<file path="config.mk">
export PLATFORM = sky130hd
export DESIGN_NAME = gda_top
export DESIGN_NICKNAME = d
export VERILOG_FILES = /design/src/hdl/gda_pkg.sv /design/src/hdl/gda_carry_predict.sv /design/src/hdl/gda_adder.sv /design/src/hdl/gda_error_monitor.sv /design/src/hdl/gda_top.sv
export VERILOG_INCLUDE_DIRS = /design/src /design/src/hdl
export SDC_FILE = /design/constraint.sdc
export NUM_CORES = 1
export LEC_CHECK = 0
export ABC_AREA = 1
export BUFFER_PORTS_ARGS = -buffer_cell sky130_fd_sc_hd__buf_2
export CAP_MARGIN = 30
export CORE_MARGIN = 2
export CORE_UTILIZATION = 58
export CTS_CLUSTER_SIZE = 10
export DETAILED_ROUTE_END_ITERATION = 10
export GPL_TIMING_DRIVEN = 0
export PLACE_DENSITY_LB_ADDON = 0.3
export SLEW_MARGIN = 25
export SYNTH_ARGS = -nofsm -noshare
export SYNTH_HDL_FRONTEND = slang
export SYNTH_HIERARCHICAL = 1
export SYNTH_SLANG_ARGS = --single-unit
export TNS_END_PERCENT = 30
</file>
<file path="constraint.sdc">
create_clock -name clk -period 4.6 [get_ports clk]
set_clock_uncertainty 0.1 [all_clocks]
set_input_delay 0.92 -clock clk [delete_from_list [all_inputs] [get_ports clk]]
set_output_delay 0.92 -clock clk [all_outputs]
set_load 0.02 [all_outputs]
</file>
<file path="src/hdl/gda_settings.svh">
`ifndef GDA_SETTINGS_SVH
`define GDA_SETTINGS_SVH

////////////////////////////////////////
// Adder geometry
////////////////////////////////////////

// Operand width in bits
`define GDA_WIDTH 16

// Width of one sum segment
`define GDA_SEG 4

// Carry lookahead window below each segment, in bits.
// Multiple of GDA_SEG, no larger than GDA_WIDTH
`define GDA_PRED 8

`endif

</file>
<file path="src/hdl/gda_pkg.sv">
`include "gda_settings.svh"

package gda_pkg;

    ////////////////////////////////////////
    // Input side
    ////////////////////////////////////////

    // One operand pair
    typedef struct packed {
        logic [`GDA_WIDTH-1:0] a;
        logic [`GDA_WIDTH-1:0] b;
    } gda_operands_t;

    ////////////////////////////////////////
    // Output side
    ////////////////////////////////////////

    // Both sums carry the final carry-out as MSB
    typedef struct packed {
        logic [`GDA_WIDTH:0] approx;
        logic [`GDA_WIDTH:0] exact;
        // exact - approx, never negative
        logic [`GDA_WIDTH:0] err_dist;
    } gda_result_t;

    // Running error statistics
    typedef struct packed {
        // Results with non-zero error, saturating
        logic [31:0]         err_count;
        // Largest error distance seen
        logic [`GDA_WIDTH:0] max_err;
    } gda_stats_t;

endpackage

</file>
<file path="src/hdl/gda_carry_predict.sv">
`timescale 1ns/1ps
`include "gda_settings.svh"

module gda_carry_predict (
    input  logic [`GDA_WIDTH-1:0]          gen,
    input  logic [`GDA_WIDTH-1:0]          prop,
    output logic [`GDA_WIDTH/`GDA_SEG-1:0] seg_cin
);

    localparam int SEG  = `GDA_SEG;
    localparam int NSEG = `GDA_WIDTH / `GDA_SEG;
    // Segments inside one lookahead window
    localparam int WSEG = `GDA_PRED / `GDA_SEG;

    logic [NSEG-1:0] blk_g;
    logic [NSEG-1:0] blk_p;

    // Carry out of the window just below segment k.
    // Window starts with carry-in zero; anything from further
    // below is dropped
    function automatic logic window_carry(
        input logic [NSEG-1:0] g,
        input logic [NSEG-1:0] p,
        input int              k
    );
        logic c;
        c = 1'b0;
        for (int j = 0; j < NSEG; j++) begin
            // Only segments inside the window
            if ((j < k) && (j + WSEG >= k)) begin
                c = g[j] | (p[j] & c);
            end
        end
        return c;
    endfunction

    ////////////////////////////////////////
    // Block generate / propagate
    ////////////////////////////////////////

    always_comb begin
        for (int s = 0; s < NSEG; s++) begin
            blk_g[s] = 1'b0;
            blk_p[s] = 1'b1;
            // Ripple from LSB of the segment upwards
            for (int i = 0; i < SEG; i++) begin
                blk_g[s] = gen[s*SEG + i] | (prop[s*SEG + i] & blk_g[s]);
                blk_p[s] = blk_p[s] & prop[s*SEG + i];
            end
        end
    end

    ////////////////////////////////////////
    // Predicted carry-in per segment
    ////////////////////////////////////////

    // Segment 0 comes out as zero, empty window
    for (genvar k = 0; k < NSEG; k++) begin : g_seg_cin
        assign seg_cin[k] = window_carry(blk_g, blk_p, k);
    end

endmodule

</file>
<file path="src/hdl/gda_adder.sv">
`timescale 1ns/1ps
`include "gda_settings.svh"

module gda_adder (
    input  gda_pkg::gda_operands_t ops,
    output logic [`GDA_WIDTH:0]    sum
);

    localparam int W    = `GDA_WIDTH;
    localparam int SEG  = `GDA_SEG;
    localparam int NSEG = `GDA_WIDTH / `GDA_SEG;

    // Bitwise generate and propagate
    logic [W-1:0] gen;
    logic [W-1:0] prop;

    // Predicted carry into each segment
    logic [NSEG-1:0] seg_cin;

    // Per-segment sums, MSB is the segment carry-out
    logic [NSEG-1:0][SEG:0] seg_sum;

    assign gen  = ops.a & ops.b;
    assign prop = ops.a ^ ops.b;

    gda_carry_predict gda_carry_predict_inst (
        .gen     (gen),
        .prop    (prop),
        .seg_cin (seg_cin)
    );

    ////////////////////////////////////////
    // Segment adders
    ////////////////////////////////////////

    for (genvar s = 0; s < NSEG; s++) begin : g_seg
        logic [SEG:0] op_a;
        logic [SEG:0] op_b;
        logic [SEG:0] cin;

        assign op_a = {1'b0, ops.a[s*SEG +: SEG]};
        assign op_b = {1'b0, ops.b[s*SEG +: SEG]};
        assign cin  = {{SEG{1'b0}}, seg_cin[s]};

        assign seg_sum[s] = op_a + op_b + cin;
    end

    ////////////////////////////////////////
    // Result assembly
    ////////////////////////////////////////

    // Lower segments drop their carry-out; the predictor covers it
    always_comb begin
        for (int s = 0; s < NSEG; s++) begin
            sum[s*SEG +: SEG] = seg_sum[s][SEG-1:0];
        end
        // Top segment keeps its carry-out as sum MSB
        sum[W] = seg_sum[NSEG-1][SEG];
    end

endmodule

</file>
<file path="src/hdl/gda_error_monitor.sv">
`timescale 1ns/1ps

module gda_error_monitor (
    input  logic                clk,
    input  logic                arst_n,
    input  logic                res_valid,
    input  gda_pkg::gda_result_t res,
    input  logic                stats_clear,
    output gda_pkg::gda_stats_t stats
);

    import gda_pkg::*;

    gda_stats_t stats_next;

    // Current result is off from the exact sum
    logic err_seen;
    // Counter already at its ceiling
    logic count_full;
    // Current distance beats the stored maximum
    logic new_max;

    ////////////////////////////////////////
    // Per-result flags
    ////////////////////////////////////////

    assign err_seen   = |res.err_dist;
    assign count_full = &stats.err_count;
    assign new_max    = res.err_dist > stats.max_err;

    ////////////////////////////////////////
    // Next statistics
    ////////////////////////////////////////

    always_comb begin
        stats_next = stats;

        if (stats_clear) begin
            // Clear wins over a simultaneous result
            stats_next = '0;
        end else if (res_valid) begin
            if (err_seen && !count_full) begin
                stats_next.err_count = stats.err_count + 32'd1;
            end
            if (new_max) begin
                stats_next.max_err = res.err_dist;
            end
        end
    end

    ////////////////////////////////////////
    // Statistics register
    ////////////////////////////////////////

    always_ff @(posedge clk or negedge arst_n) begin
        if (!arst_n) begin
            stats <= '0;
        end else begin
            stats <= stats_next;
        end
    end

endmodule

</file>
<file path="src/hdl/gda_top.sv">
`timescale 1ns/1ps
`include "gda_settings.svh"

module gda_top (
    input  logic                  clk,
    input  logic                  arst_n,
    input  logic                  in_valid,
    input  gda_pkg::gda_operands_t ops,
    input  logic                  stats_clear,
    output logic                  out_valid,
    output gda_pkg::gda_result_t  res,
    output gda_pkg::gda_stats_t   stats
);

    import gda_pkg::*;

    localparam int W = `GDA_WIDTH;

    // Stage 1
    gda_operands_t ops_q;
    logic          valid_q;

    // Combinational sums from stage 1
    logic [W:0]  approx_sum;
    logic [W:0]  exact_sum;
    gda_result_t res_d;

    ////////////////////////////////////////
    // Stage 1, operand capture
    ////////////////////////////////////////

    always_ff @(posedge clk or negedge arst_n) begin
        if (!arst_n) begin
            valid_q <= 1'b0;
        end else begin
            valid_q <= in_valid;
        end
    end

    // Operands only move on a strobe
    always_ff @(posedge clk) begin
        if (in_valid) begin
            ops_q <= ops;
        end
    end

    ////////////////////////////////////////
    // Approximate and exact sums
    ////////////////////////////////////////

    gda_adder gda_adder_inst (
        .ops (ops_q),
        .sum (approx_sum)
    );

    // Full-width reference sum
    assign exact_sum = {1'b0, ops_q.a} + {1'b0, ops_q.b};

    always_comb begin
        res_d.approx   = approx_sum;
        res_d.exact    = exact_sum;
        // Missed carries only lower approx, so this stays non-negative
        res_d.err_dist = exact_sum - approx_sum;
    end

    ////////////////////////////////////////
    // Stage 2, result register
    ////////////////////////////////////////

    always_ff @(posedge clk or negedge arst_n) begin
        if (!arst_n) begin
            out_valid <= 1'b0;
            res       <= '0;
        end else begin
            out_valid <= valid_q;
            if (valid_q) begin
                res <= res_d;
            end
        end
    end

    // Monitor watches the registered result
    gda_error_monitor gda_error_monitor_inst (
        .clk         (clk),
        .arst_n      (arst_n),
        .res_valid   (out_valid),
        .res         (res),
        .stats_clear (stats_clear),
        .stats       (stats)
    );

endmodule

</file>
Word level (Yosys, flattened, before mapping)
Cells that the tools add are included.
Widths: inputs -> output; s select.

storage, ports and cells
  register bits after elaboration = 134
  output and inout bits = 101

operators by class
  add/sub/neg operators = 10
  magnitude comparators = 1
  muxes and demuxes = 4
  bitwise operators = 30
  reduce and logical (&&, ||, !) cells = 9

operators by type and width
  operator               count
  $mux 49                2
  $add 32x1->32 const B  1
  $mux 32                1
  $reduce_and 32->1      1
  $add 16x16->17         1
  $and 1x1->1            17
  $gt 17x17->1           1
  $mux 17                1
  $reduce_or 17->1       1
  $sub 17x17->17         1
  $add 4x4->4            3
  $and 12x12->12         1
  $xor 12x12->12         1
  $or 1x1->1             11
  $add 4x1->4            2
  $reduce_bool 2->1      3
  $add 4x4->5            1
  $add 5x1->5            1
  $reduce_and 2->1       2
  $logic_and 1x1->1      1
  $logic_not 1->1        1

Longest topological paths before layout
  depth in word-level cells = 11
  mapped depth = 28
  mapped depth without buffers = 28

Hierarchy
The synthesis kept the hierarchy.

modules (own cells, without submodules)
  module             times used  cells each  area an instance (um^2)
  gda_top            1           541         4673.2
  gda_error_monitor  1           529         3609.7
  gda_adder          1           86          638.1
  gda_carry_predict  1           26          115.1

Worst setup path before layout
OpenSTA, ideal clock, no wires.

  path type = flip-flop to flip-flop
  from = reg ops_q[1] (netlist name)
  to = reg, netlist name res[16]
  setup time = 0.117 ns
  data arrival time = 3.101 ns
  data required time = 4.383 ns
  path slack = 1.282 ns
  cell stages (with the launch flop) = 25
  buffers on the path = 0
  clock period less this slack = 3.318 ns
  cell sequence = edfxtp_1 > ha_1 > nand2_1 > nand2_1 > nand2_1 > nand2_1 > nand2_1 > nand2_1 > nand2_1 > nand2_1 > inv_1 > fa_1 > fa_1 > xnor2_1 > inv_1 > ha_1 > nand2_1 > inv_1 > nand2_1 > nor3_1 > nand2_1 > nand3_1 > nand3_1 > nand3_1 > nand2_1

on the way
  word-level cells in the longest chain between the ends = 11
  elaborated cells between the ends (all ways) = 15
  classes of those cells = 5 x add/sub; 10 x bitwise

RTL lines
  what                           line                     text
  start, declared                gda_top.sv:20            gda_operands_t ops_q;
  start signal, assigned         gda_top.sv:43            ops_q <= ops;
  $xor 12x12->12                 gda_adder.sv:24          assign prop = ops.a ^ ops.b;
  via gda_adder_inst.prop[1]     gda_adder.sv:15          logic [W-1:0] prop;
  $and 1x1->1                    gda_carry_predict.sv:47  blk_g[s] = gen[s*SEG + i] | (prop[s*SEG + i] & blk_g[s]);
  $or 1x1->1                     gda_carry_predict.sv:47
  $and 1x1->1                    gda_carry_predict.sv:47
  $or 1x1->1                     gda_carry_predict.sv:47
  $and 1x1->1                    gda_carry_predict.sv:47
  $or 1x1->1                     gda_carry_predict.sv:47
  via gda_adder_inst.seg_cin[1]  gda_adder.sv:18          logic [NSEG-1:0] seg_cin;
  $and 1x1->1                    gda_carry_predict.sv:31  c = g[j] | (p[j] & c);
  $or 1x1->1                     gda_carry_predict.sv:31
  via gda_adder_inst.seg_cin[2]  gda_adder.sv:18
  $add 4x1->4                    gda_adder.sv:45          assign seg_sum[s] = op_a + op_b + cin;
  via approx_sum[10]             gda_top.sv:24            logic [W:0] approx_sum;
  $sub 17x17->17                 gda_top.sv:63            res_d.err_dist = exact_sum - approx_sum;

The timed path passes the listed nets, and every way through them passes these cells.
A chain may end at the register's enable or synchronous reset.

Worst setup path after layout
  from = reg ops_q[17] (netlist name)
  to = reg, netlist name res[16]

on the way
  word-level cells in the longest chain between the ends = 11
  elaborated cells between the ends (all ways) = 15
  classes of those cells = 5 x add/sub; 10 x bitwise

RTL lines
  what                           line
  $xor 12x12->12                 gda_adder.sv:24
  via gda_adder_inst.prop[1]     gda_adder.sv:15
  $and 1x1->1                    gda_carry_predict.sv:47
  $or 1x1->1                     gda_carry_predict.sv:47
  $and 1x1->1                    gda_carry_predict.sv:47
  $or 1x1->1                     gda_carry_predict.sv:47
  $and 1x1->1                    gda_carry_predict.sv:47
  $or 1x1->1                     gda_carry_predict.sv:47
  via gda_adder_inst.seg_cin[1]  gda_adder.sv:18
  $and 1x1->1                    gda_carry_predict.sv:31
  $or 1x1->1                     gda_carry_predict.sv:31
  via gda_adder_inst.seg_cin[2]  gda_adder.sv:18
  $add 4x1->4                    gda_adder.sv:45
  via approx_sum[10]             gda_top.sv:24
  $sub 17x17->17                 gda_top.sv:63

The timed path passes the listed nets, and every way through them passes these cells.

==> results.yml <==
setup_path:
  slowest_stage: "edfxtp_1"
  crit_fanout: 4
  arrival_ps: 4030
  r2r-end: "res[16]$_DFFE_PN0P_"
  timing.rr.start: "ops_q[17]$_DFFE_PP_"
  cp-end-kind: "flip-flop"
  r2r_cells: 24
  cp.required_ps: 4820
  crit_path_max_incr_delay_ps: 450
  reg2reg_slack_ps: 790
  setup.worst_path.start_class: "flip-flop"
  crit_chain: "ha_1 -> nand2_1 -> nand2_1 -> nand2_1 -> nand2_1 -> nand2_1 -> nand2_1 -> nand2_1 -> nand2_1 -> inv_1 -> fa_1 -> fa_1 -> xnor2_1 -> inv_1 -> ha_1 -> nand2_1 -> inv_1 -> nand2_1 -> nor3_1 -> nand2_1 -> nand3_1 -> nand3_1 -> nand3_1 -> nand2_1"
  crit_top_cell: "nand2_1"
  path_class: "reg2reg"
final_layout:
  final_area_um2: 10600
  area_delta_synth_final_pct: 17.7
  antenna_cells: 0
  fin_util_pct: 69.8
  drive_gt1_share_pct: 17.0
  nets: 1447
floorplan:
  die_area_um2: 16600
  ioPinCount: 137
  initial_core_util_pct: 59.4
  core_area_um2: 15200
  row_count: 45
  die_w_um: 129
  die_h_um: 129
sta:
  rsz0062_at_grt: "false"
  fin_crit_ps: 3810
  holdWs_ps: 321
  max-slew-margin-rel_pct: 52.0
  drv_slew: 0
  worstMarginPinSlew_ps: 720
  hold_viol: 0
  tns_ps: 0
  period_share_pct: 82.7
  max_freq_mhz: 263
  setup_viol_count_final: 0
power:
  p_per_area_nw_per_um2: 518
  power_leakage_nw: 5.51
  ir_drop_uv: 318
  power_mw: 5.50
drt:
  first_iter_violations: 609
  firstDrtPassIters: 5
  via_per_inst: 5.43
  ant_nets: 0
  num_vias: 8349
  drt-total-wl_mm: 24.3
  drc: 0
  wire_per_inst_um: 15.8
placed_design:
  hpwlAfterDp_mm: 18.5
  place.gp.congestion: 0.980
  placed_area_um2: 9970
  port_buffers: 135
synth:
  ys_warn_count: 6
  synth_cells: 1181
  syn_nets: 1292
  syn_area_um2: 9020
  postSynthAreaPerCell_um2: 7.64
job:
  maxCapViolCount: 0
clock_network:
  cts_made_buffers: 17
  cts_tree: "yes"
  ctsResizeCount: 0
  htreeDepth: 4
  cts_hold_buf: 0
  insertion_delay_ps: 430
  cts.sinks: 134
  cts_setup_buffers: 0
  path_clk_slew_ps: 60
  cts-root-buf: "clkbuf_16"
  cts_buffer_depth: 2
grt:
  grt_max_degree: 57
  grt_usage_pct: 30.5
  antenna_found_initial: 0
  grt-ovfl-total: 0
  grt_pass1_vias: 8133
  grt_pass1_wl_mm: 39.3
status:
  outcome: "complete, no violations"
worst_hold_path:
  hold_path_class: "in2async"
## stage by stage
| stage | cells | setup slack, ps |
|---|---|---|
| 4_1_cts | 1537 | 809 |
| 2_1_floorplan | 1181 | 1280 |
| 3_3_place_gp | 1504 | 843 |
| 5_1_grt | 1537 | 467 |
| 6_report | 1537 | 794 |
| 3_5_place_dp | 1505 | 862 |
## layout make-up
| type | count | area (um2) |
|---|---|---|
| Buffer | 29 | 155 |
| Clock buffer | 17 | 425 |
| Clock inverter | 15 | 224 |
| Fill cell | 1254 | 4580 |
| Inverter | 133 | 499 |
| Multi-Input combinational cell | 885 | 4860 |
| Sequential cell | 134 | 3510 |
| Tap cell | 188 | 235 |
| Timing Repair Buffer | 136 | 709 |
## cell usage in the layout, fill, tap and decap left out, drive strengths merged, types with 22 or more instances in the layout
cell type	instances
nand2	393
buf	153
inv	137
nor2	123
nand3	106
dfrtp	102
ha	65
a21oi	42
o21ai	41
edfxtp	32
clkbuf	29
nand4	22
## power breakdown
part,internal [mW],switching [mW],total [mW]
Sequential,1.45,0.263,1.71
Combinational,0.814,1.46,2.27
Clock,0.965,0.552,1.52
Total,3.23,2.27,5.50
## critical path, delay by kind of cell, from the launching register on
family	cells	cell delay, ps
XOR/XNOR	1	190
adder cells (fa/ha/maj)	4	1520
buffers and inverters	3	240
flip-flops	1	450
AND/OR/NAND/NOR	16	1230
## how the worst max path moves through the flow
stage / slack (ps) / endpoint / depth (start not counted) / start
3_5_place_dp: 860 / res[16]$_DFFE_PN0P_ / 24 / ops_q[1]$_DFFE_PP_
2_1_floorplan: 1280 / res[16]$_DFFE_PN0P_ / 24 / ops_q[1]$_DFFE_PP_
6_report: 790 / res[16]$_DFFE_PN0P_ / 24 / ops_q[17]$_DFFE_PP_
4_1_cts: 810 / res[15]$_DFFE_PN0P_ / 23 / ops_q[17]$_DFFE_PP_
5_1_grt: 470 / res[15]$_DFFE_PN0P_ / 24 / ops_q[17]$_DFFE_PP_
3_3_place_gp: 840 / res[15]$_DFFE_PN0P_ / 23 / ops_q[1]$_DFFE_PP_
## flip-flops by register name, indices dropped and copies added, names as in the netlist
register                      flops
valid_q                           1
ops_q                            32
gda_error_monitor_inst/stats     49
out_valid                         1
res                              51
## per-layer routing
metal | global-route usage, % | vias to the layer above | wire length, um
met2 | 52.8 | 322 | 11900
li1 | - | 4120 | -
met3 | 5.74 | 48 | 1770
met1 | 38.3 | 3859 | 10100
met4 | 10.9 | 0 | 518
met5 | 0 | - | 0
(Power assumes the default switching activity.)
